## src/lsu_pkg.sv

```systemverilog
package lsu_pkg;

  ////////////////////////////////////////////////////////////////////////////
  // Widths fixed by the instruction set
  ////////////////////////////////////////////////////////////////////////////

  // Byte address on the data bus
  typedef logic [31:0] addr_t;

  // Data word, used for operands, write data and read data
  typedef logic [31:0] word_t;

  // One enable bit per byte lane of a word
  typedef logic [3:0] be_t;

  // Byte position of an address inside its word
  typedef logic [1:0] offset_t;

  ////////////////////////////////////////////////////////////////////////////
  // Access size
  ////////////////////////////////////////////////////////////////////////////

  // Encoding follows the funct3 size field of loads and stores
  typedef enum logic [1:0] {
    SIZE_BYTE = 2'd0,
    SIZE_HALF = 2'd1,
    SIZE_WORD = 2'd2
  } lsu_size_e;

  ////////////////////////////////////////////////////////////////////////////
  // Pipeline depth
  ////////////////////////////////////////////////////////////////////////////

  // Default limit of outstanding bus transfers
  // Two covers both halves of a split access
  parameter int LSU_DEPTH = 2;

endpackage

```

## src/lsu_addr_stage.sv

```systemverilog
`timescale 1ns/10ps

module lsu_addr_stage (
  input  logic              clk,
  input  logic              rst_n,
  // Producer side
  input  logic              valid_i,
  input  logic              we_i,
  input  lsu_pkg::lsu_size_e size_i,
  input  lsu_pkg::word_t    operand_a_i,
  input  lsu_pkg::word_t    operand_b_i,
  input  lsu_pkg::word_t    wdata_i,
  // Granted address phase, from the tracker
  input  logic              accept_i,
  // Request fields
  output lsu_pkg::addr_t    addr_o,
  output lsu_pkg::be_t      be_o,
  output lsu_pkg::word_t    wdata_o,
  output logic              we_o,
  // Access needs a second transfer
  output logic              split_o,
  // Metadata for the response stage
  output lsu_pkg::lsu_size_e size_o,
  output lsu_pkg::offset_t  offset_o
);

  import lsu_pkg::*;

  addr_t   eff_addr;
  addr_t   next_word_addr;
  offset_t offset;
  logic    split_q;
  logic    [63:0] wdata_dbl;

  // Effective address, base plus displacement
  assign eff_addr = operand_a_i + operand_b_i;
  assign offset   = eff_addr[1:0];

  // Word after the one holding the first byte
  assign next_word_addr = {eff_addr[31:2] + 30'd1, 2'b00};

  ////////////////////////////////////////////////////////////////////////////
  // Split detection
  ////////////////////////////////////////////////////////////////////////////

  // Word at nonzero offset, or halfword in the top byte lane
  // Never raised once the second phase is running
  always_comb begin
    split_o = 1'b0;
    if (valid_i && !split_q) begin
      case (size_i)
        SIZE_WORD: split_o = (offset != 2'b00);
        SIZE_HALF: split_o = (offset == 2'b11);
        default:   split_o = 1'b0;
      endcase
    end
  end

  // Second phase marker
  // Cleared between instructions so a dropped access cannot leave it set
  always_ff @(posedge clk or negedge rst_n) begin
    if (!rst_n) begin
      split_q <= 1'b0;
    end else if (!valid_i) begin
      split_q <= 1'b0;
    end else if (accept_i) begin
      split_q <= split_o;
    end
  end

  ////////////////////////////////////////////////////////////////////////////
  // Byte enables
  ////////////////////////////////////////////////////////////////////////////

  always_comb begin
    be_o = 4'b0000;
    case (size_i)
      SIZE_BYTE: begin
        be_o = be_t'(4'b0001 << offset);
      end
      SIZE_HALF: begin
        if (split_q) begin
          // Upper byte lands in lane 0 of the next word
          be_o = 4'b0001;
        end else if (offset == 2'b11) begin
          be_o = 4'b1000;
        end else begin
          be_o = be_t'(4'b0011 << offset);
        end
      end
      default: begin
        if (split_q) begin
          // Remaining low lanes of the next word
          case (offset)
            2'b01:   be_o = 4'b0001;
            2'b10:   be_o = 4'b0011;
            2'b11:   be_o = 4'b0111;
            default: be_o = 4'b0000;
          endcase
        end else begin
          be_o = be_t'(4'b1111 << offset);
        end
      end
    endcase
  end

  ////////////////////////////////////////////////////////////////////////////
  // Write data and address
  ////////////////////////////////////////////////////////////////////////////

  // Rotate left by the byte offset
  // Low bytes go to the first word, the wrapped bytes to the second
  assign wdata_dbl = {wdata_i, wdata_i} << {offset, 3'b000};
  assign wdata_o   = wdata_dbl[63:32];

  // First phase keeps the byte address, second goes word aligned
  assign addr_o = split_q ? next_word_addr : eff_addr;
  assign we_o   = we_i;

  // Response stage needs size and offset for realignment
  assign size_o   = size_i;
  assign offset_o = offset;

endmodule

```

## src/lsu_txn_tracker.sv

```systemverilog
`timescale 1ns/10ps

module lsu_txn_tracker #(
  parameter int DEPTH = lsu_pkg::LSU_DEPTH
) (
  input  logic clk,
  input  logic rst_n,
  input  logic valid_i,
  // Current phase is the first of a split access
  input  logic split_i,
  // Bus handshake
  input  logic data_gnt_i,
  input  logic data_rvalid_i,
  output logic data_req_o,
  // Granted address phase
  output logic accept_o,
  // Producer may move on
  output logic ready_o,
  output logic busy_o
);

  // Wide enough for DEPTH up to three
  typedef logic [1:0] cnt_t;

  cnt_t cnt_q;
  cnt_t cnt_d;
  logic resp_free;
  logic below_limit;

  ////////////////////////////////////////////////////////////////////////////
  // Request gating
  ////////////////////////////////////////////////////////////////////////////

  // Lock-step with the response stage
  // Free when empty, or when its pending response returns now
  assign resp_free = (cnt_q == 2'd0) || data_rvalid_i;

  // Outstanding limit
  assign below_limit = int'(cnt_q) < DEPTH;

  // Combinational path from rvalid to req
  assign data_req_o = valid_i && resp_free && below_limit;
  assign accept_o   = data_req_o && data_gnt_i;

  // First half of a split does not release the producer
  assign ready_o = accept_o && !split_i;

  assign busy_o = (cnt_q != 2'd0) || data_req_o;

  ////////////////////////////////////////////////////////////////////////////
  // Outstanding transfer count
  ////////////////////////////////////////////////////////////////////////////

  // Up on grant and down on response with no change when both coincide
  always_comb begin
    case ({accept_o, data_rvalid_i})
      2'b10:   cnt_d = cnt_q + 2'd1;
      2'b01:   cnt_d = cnt_q - 2'd1;
      default: cnt_d = cnt_q;
    endcase
  end

  always_ff @(posedge clk or negedge rst_n) begin
    if (!rst_n) begin
      cnt_q <= 2'd0;
    end else begin
      cnt_q <= cnt_d;
    end
  end

endmodule

```

## src/lsu_resp_stage.sv

```systemverilog
`timescale 1ns/10ps

module lsu_resp_stage (
  input  logic              clk,
  input  logic              rst_n,
  // Granted address phase and its metadata
  input  logic              accept_i,
  input  logic              split_i,
  input  logic              we_i,
  input  lsu_pkg::lsu_size_e size_i,
  input  logic              sext_i,
  input  lsu_pkg::offset_t  offset_i,
  // Bus response
  input  logic              data_rvalid_i,
  input  lsu_pkg::word_t    data_rdata_i,
  // Result towards the core
  output logic              result_valid_o,
  output lsu_pkg::word_t    result_rdata_o
);

  import lsu_pkg::*;

  lsu_size_e size_q;
  logic      sext_q;
  logic      we_q;
  offset_t   offset_q;
  // Low only while the first half of a split is in flight
  logic      last_q;

  word_t       rdata_q;
  word_t       rdata_ext;
  logic        rdata_is_split;
  logic [63:0] rdata_full;
  logic [63:0] rdata_aligned;

  ////////////////////////////////////////////////////////////////////////////
  // Access metadata
  ////////////////////////////////////////////////////////////////////////////

  // Loaded on every granted phase
  // With lock-step only one transfer is ever waiting here
  always_ff @(posedge clk or negedge rst_n) begin
    if (!rst_n) begin
      size_q   <= SIZE_BYTE;
      sext_q   <= 1'b0;
      we_q     <= 1'b0;
      offset_q <= 2'b00;
      last_q   <= 1'b0;
    end else if (accept_i) begin
      size_q   <= size_i;
      sext_q   <= sext_i;
      we_q     <= we_i;
      offset_q <= offset_i;
      last_q   <= !split_i;
    end
  end

  ////////////////////////////////////////////////////////////////////////////
  // Realignment
  ////////////////////////////////////////////////////////////////////////////

  // Data spread over two bus words
  assign rdata_is_split = ((size_q == SIZE_WORD) && (offset_q != 2'b00)) ||
                          ((size_q == SIZE_HALF) && (offset_q == 2'b11));

  // Previous half below the new word when split
  // Otherwise the word twice, so the shift wraps the lanes
  assign rdata_full = rdata_is_split ? {data_rdata_i, rdata_q} :
                                       {data_rdata_i, data_rdata_i};

  assign rdata_aligned = rdata_full >> {offset_q, 3'b000};

  // Zero or sign extension to the access size
  always_comb begin
    case (size_q)
      SIZE_BYTE: rdata_ext = {{24{sext_q && rdata_aligned[7]}}, rdata_aligned[7:0]};
      SIZE_HALF: rdata_ext = {{16{sext_q && rdata_aligned[15]}}, rdata_aligned[15:0]};
      default:   rdata_ext = rdata_aligned[31:0];
    endcase
  end

  // First half kept raw for the next response
  // Completed loads keep the extended value
  always_ff @(posedge clk) begin
    if (data_rvalid_i && !we_q) begin
      if (!last_q) begin
        rdata_q <= data_rdata_i;
      end else begin
        rdata_q <= rdata_ext;
      end
    end
  end

  // One pulse per access, on its last response
  assign result_valid_o = data_rvalid_i && last_q;
  assign result_rdata_o = rdata_ext;

endmodule

```

## src/lsu_top.sv

```systemverilog
`timescale 1ns/10ps

module lsu_top #(
  parameter int DEPTH = lsu_pkg::LSU_DEPTH
) (
  input  logic              clk,
  input  logic              rst_n,
  // Producer side
  input  logic              valid_i,
  input  logic              we_i,
  input  lsu_pkg::lsu_size_e size_i,
  input  logic              sext_i,
  input  lsu_pkg::word_t    operand_a_i,
  input  lsu_pkg::word_t    operand_b_i,
  input  lsu_pkg::word_t    wdata_i,
  output logic              ready_o,
  output logic              busy_o,
  // Data bus
  output logic              data_req_o,
  input  logic              data_gnt_i,
  output lsu_pkg::addr_t    data_addr_o,
  output logic              data_we_o,
  output lsu_pkg::be_t      data_be_o,
  output lsu_pkg::word_t    data_wdata_o,
  input  logic              data_rvalid_i,
  input  lsu_pkg::word_t    data_rdata_i,
  // Result
  output logic              result_valid_o,
  output lsu_pkg::word_t    result_rdata_o
);

  import lsu_pkg::*;

  logic      split;
  logic      accept;
  lsu_size_e acc_size;
  offset_t   acc_offset;

  // Address phase, drives the bus fields directly
  lsu_addr_stage u_addr (
    .clk         (clk),
    .rst_n       (rst_n),
    .valid_i     (valid_i),
    .we_i        (we_i),
    .size_i      (size_i),
    .operand_a_i (operand_a_i),
    .operand_b_i (operand_b_i),
    .wdata_i     (wdata_i),
    .accept_i    (accept),
    .addr_o      (data_addr_o),
    .be_o        (data_be_o),
    .wdata_o     (data_wdata_o),
    .we_o        (data_we_o),
    .split_o     (split),
    .size_o      (acc_size),
    .offset_o    (acc_offset)
  );

  // Request gating and outstanding count
  lsu_txn_tracker #(
    .DEPTH (DEPTH)
  ) u_tracker (
    .clk           (clk),
    .rst_n         (rst_n),
    .valid_i       (valid_i),
    .split_i       (split),
    .data_gnt_i    (data_gnt_i),
    .data_rvalid_i (data_rvalid_i),
    .data_req_o    (data_req_o),
    .accept_o      (accept),
    .ready_o       (ready_o),
    .busy_o        (busy_o)
  );

  // Response side, fed straight from the bus
  lsu_resp_stage u_resp (
    .clk            (clk),
    .rst_n          (rst_n),
    .accept_i       (accept),
    .split_i        (split),
    .we_i           (data_we_o),
    .size_i         (acc_size),
    .sext_i         (sext_i),
    .offset_i       (acc_offset),
    .data_rvalid_i  (data_rvalid_i),
    .data_rdata_i   (data_rdata_i),
    .result_valid_o (result_valid_o),
    .result_rdata_o (result_rdata_o)
  );

endmodule

```

## config.mk

```make
export PLATFORM = sky130hd
export DESIGN_NAME = lsu_top
export DESIGN_NICKNAME = d
export VERILOG_FILES = /design/src/lsu_pkg.sv /design/src/lsu_addr_stage.sv /design/src/lsu_txn_tracker.sv /design/src/lsu_resp_stage.sv /design/src/lsu_top.sv
export SDC_FILE = /design/constraint.sdc
export NUM_CORES = 1
export LEC_CHECK = 0
export BUFFER_PORTS_ARGS = -buffer_cell sky130_fd_sc_hd__buf_2
export CAP_MARGIN = 20
export CORE_MARGIN = 2
export CORE_UTILIZATION = 52
export CTS_BUF_LIST = sky130_fd_sc_hd__clkbuf_8 sky130_fd_sc_hd__clkbuf_16
export CTS_CLUSTER_DIAMETER = 80
export CTS_CLUSTER_SIZE = 8
export DETAILED_ROUTE_END_ITERATION = 10
export PLACE_DENSITY_LB_ADDON = 0.2
export SLEW_MARGIN = 20
export SYNTH_ARGS = -nofsm -noshare
export SYNTH_HDL_FRONTEND = slang
export SYNTH_SLANG_ARGS = --single-unit
```

## constraint.sdc

```tcl
create_clock -name clk -period 4.5 [get_ports clk]
set_clock_uncertainty 0.15 [all_clocks]
set_input_delay 0.45 -clock clk [delete_from_list [all_inputs] [get_ports clk]]
set_output_delay 0.45 -clock clk [all_outputs]
set_load 0.05 [all_outputs]
```

==> impl_metrics.csv <==
group,metric,value,unit
floorplanning,die_y,116,microns
clock_network,cts_buffer_depth,2,
synth,ys_seq_elements,34,
layout,finish.utilization,67.1,%
routing,routed_via_density,5.90,
sta,worstMarginPinSlew,702,ps
global_route,track_usage,25.8,%
floorplanning,core-area,12100,sq um
synth,yosysWarningCount,0,
setup_path,cp_max_fo,4,
floorplanning,die_w,116,microns
routing,drt-pass1-iter-count,5,
setup_path,crit_arrival,3860,ps
routing,num_vias,6818,
global_route,grt_pass1_vias,6172,
clock_network,cts-buffers-inserted,5,
routing,avgRoutedWirePerCell,15.5,microns
global_route,antenna_found_initial,0,
layout,seq_area,972,sq um
synth,ys_top_cells_by_area,"mux4_2, edfxtp_1, ha_1, mux2i_1, nand2_1",
clock_network,root_buffer,"clkbuf_16",
place,place_congestion,0.920,
sta,period_minus_slack,4460,ps
pwr,p_leak,0.00357,uW
setup_path,path_class,"in2out",
layout,drive_above_1_share,38.4,%
place,portBuffers,241,
sta,relSlewSlack,53.2,%
layout,nets,1166,
layout,diodes,0,
worst_hold_path,min_path_cells,2,
layout,synthToLayoutAreaGrowth,25.1,%
synth,synth_edf_count,24,
clock_network,clkLatencyLatePin,280,ps
sta,max_freq,224,MHz
routing,ant_nets,0,
setup_path,required,3900,ps
clock_network,clock-sinks,34,
clock_network,h-tree-depth,2,
layout,multi_input_area,5220,sq um
synth,ys_seq_area_share,15.0,%
sta,setup_viol,0,
floorplanning,initial_core_util,53.6,%
global_route,overflow,0,
flow_run,maxCapViolCount,0,
worst_hold_path,hp-class,"in2reg",
synth,yosys.area.top_type,"mux4_2",
routing,drt_wl_total,17900,microns
routing,drtIter0Drc,484,
synth,synth_top_area_share,16.0,%
setup_path,reg2reg_depth,11,
setup_path,r2r_slack,1230,ps
setup_path,worstSetupStartpointType,"primary input",
synth,syn-num-nets,939,
clock_network,path_clk_slew,50,ps
pwr,finalPower,4700,uW
floorplanning,die_area,13400,sq um
pwr,cellPowerDensity,579,nW/um^2
synth,ys_types,82,
floorplanning,ios,242,
synth,async_flop_share,29.4,%
layout,nFillCells,1057,
synth,syn_area,6490,sq um
routing,drcViolationCount,0,
synth,syn_avg_cell_area,8.55,sq um
synth,synthFlopType,"edfxtp_1",
setup_path,end_kind,"primary output",
global_route,grt_pass1_wl,28600,microns
sta,timing.final.crit_share,99.1,%
global_route,grt_max_degree,60,
sta,drv_slew,0,
synth,syn_inst,759,
place,hpwl,14300,microns
sta,finalHoldViolations,0,
pwr,ir_worst_vdd,282,uV
clock_network,cts_tree,"yes",
floorplanning,num_rows,40,
outcome,status,"completed",
-- path summary, 6_finish.rpt --
| path | startpoint | end |
|---|---|---|
| max | operand_a_i[0] | data_addr_o[24] |
| min | sext_i | u_resp.sext_q$_DFFE_PN0P_ |
| max reg2reg | u_resp.size_q[1]$_DFFE_PN0P_ | u_resp.rdata_q[18]$_DFFE_PP_ |
| min reg2reg | u_tracker.cnt_q[1]$_DFFE_PN0P_ | u_tracker.cnt_q[1]$_DFFE_PN0P_ |
| max in group asynchronous | rst_n | u_resp.offset_q[0]$_DFFE_PN0P_ |
| min in group asynchronous | rst_n | u_resp.sext_q$_DFFE_PN0P_ |
-- report_power, final --
group          internal (uW)  switching [uW]  leakage, uW
Combinational           1150            2610      0.00314
Clock                    200             124    0.0000724
Sequential               553            59.2     0.000349
Total                   1910            2800      0.00357
-- synthesized netlist by cell type, drive strengths merged, types with 24 or more instances --
master   n
a21oi   40
buf     24
clkbuf  32
edfxtp  24
ha      42
inv     26
mux2i   37
mux4    46
nand2   97
nor2    52
o211ai  24
o21ai   53
xnor2   29
-- final cells by class --
| type | count | area share [%] |
|---|---|---|
| sequential | 34 | 12.0 |
| tap | 168 | 2.59 |
| clock buffer | 5 | 1.54 |
| inverter | 26 | 1.20 |
| timing repair buffer | 276 | 18.3 |
| multi-input combinational | 643 | 64.3 |
| clock inverter | 3 | 0.154 |
-- per-layer routing --
layer	GRT usage, %	vias to the layer above	wire length (microns)
li1	-	3339	-
met1	33.1	3183	7630
met2	45.2	250	8680
met3	2.35	46	981
met4	10.2	0	618
met5	0	-	0
-- worst max-delay path, stage by stage --
cell	delay [ps]
buf_2	100
ha_2	200
fa_2	350
a21o_1	220
a221o_2	400
a21oi_1	290
xor2_1	190
nor3_2	330
nand3_2	140
or3_1	420
or3_1	360
xor2_2	160
clkbuf_4	250
-- per-stage QoR --
| stage | std cells | hold slack (ps) | TNS [ps] | setup slack, ps | area, sq um |
|---|---|---|---|---|---|
| finish | 1155 | 264 | 0 | 39.0 | 8120 |
| CTS | 1154 | 254 | 0 | 51.3 | 8090 |
| global route | 1155 | 272 | -128 | -41.0 | 8120 |
| global placement | 1145 | 171 | 0 | 112 | 7940 |
| detailed placement | 1145 | 179 | 0 | 90.0 | 7940 |
| floorplan | 759 | 4.41 | 0 | 32.6 | 6520 |
-- registers in the layout, summed over array words and instances, names as in the netlist --
signal / flops
u_resp.offset_q: 2
u_resp.we_q: 1
u_resp.sext_q: 1
u_resp.size_q: 2
u_addr.split_q: 1
u_resp.last_q: 1
u_tracker.cnt_q: 2
u_resp.rdata_q: 24
-- cells by family (layout without fill, tap and decap cells) --
kind of cell	after synthesis	in the layout	share of synthesized area, %
AO/OA/AOI/OAI	203	203	21.2
XOR/XNOR	51	51	7.11
flip-flops	34	34	15.0
multiplexers	93	93	23.4
buffers and inverters	82	310	5.46
adder cells (fa/ha/maj)	43	43	8.41
AND/OR/NAND/NOR	253	253	19.5
-- placed cells by master (no fill, tap or decap), drive strengths merged, types with 4 or more instances in the layout --
| cell type | count |
|---|---|
| a21oi | 40 |
| o211ai | 24 |
| or2 | 6 |
| xnor2 | 29 |
| nand2 | 97 |
| a31oi | 20 |
| nor2b | 5 |
| a21boi | 7 |
| o21ai | 53 |
| nor2 | 52 |
| nor3b | 6 |
| a211oi | 12 |
| and2 | 8 |
| nor4 | 4 |
| or3 | 8 |
| nor3 | 16 |
| xor2 | 22 |
| nand3 | 15 |
| a21o | 8 |
| mux2 | 10 |
| mux4 | 46 |
| inv | 27 |
| mux2i | 37 |
| ha | 42 |
| clkbuf | 8 |
| buf | 272 |
| dfrtp | 10 |
| nand4 | 15 |
| o21a | 6 |
| edfxtp | 24 |
| and3 | 7 |
-- repair_timing --
item | CTS | global route
hold endpoints to repair | 10 | 0
hold buffers | 1 | 0
buffers inserted | 0 | 1
endpoints found under the setup margin | 0 | 10
resized for setup | 0 | 10
Power figures use the tool's default switching activity.
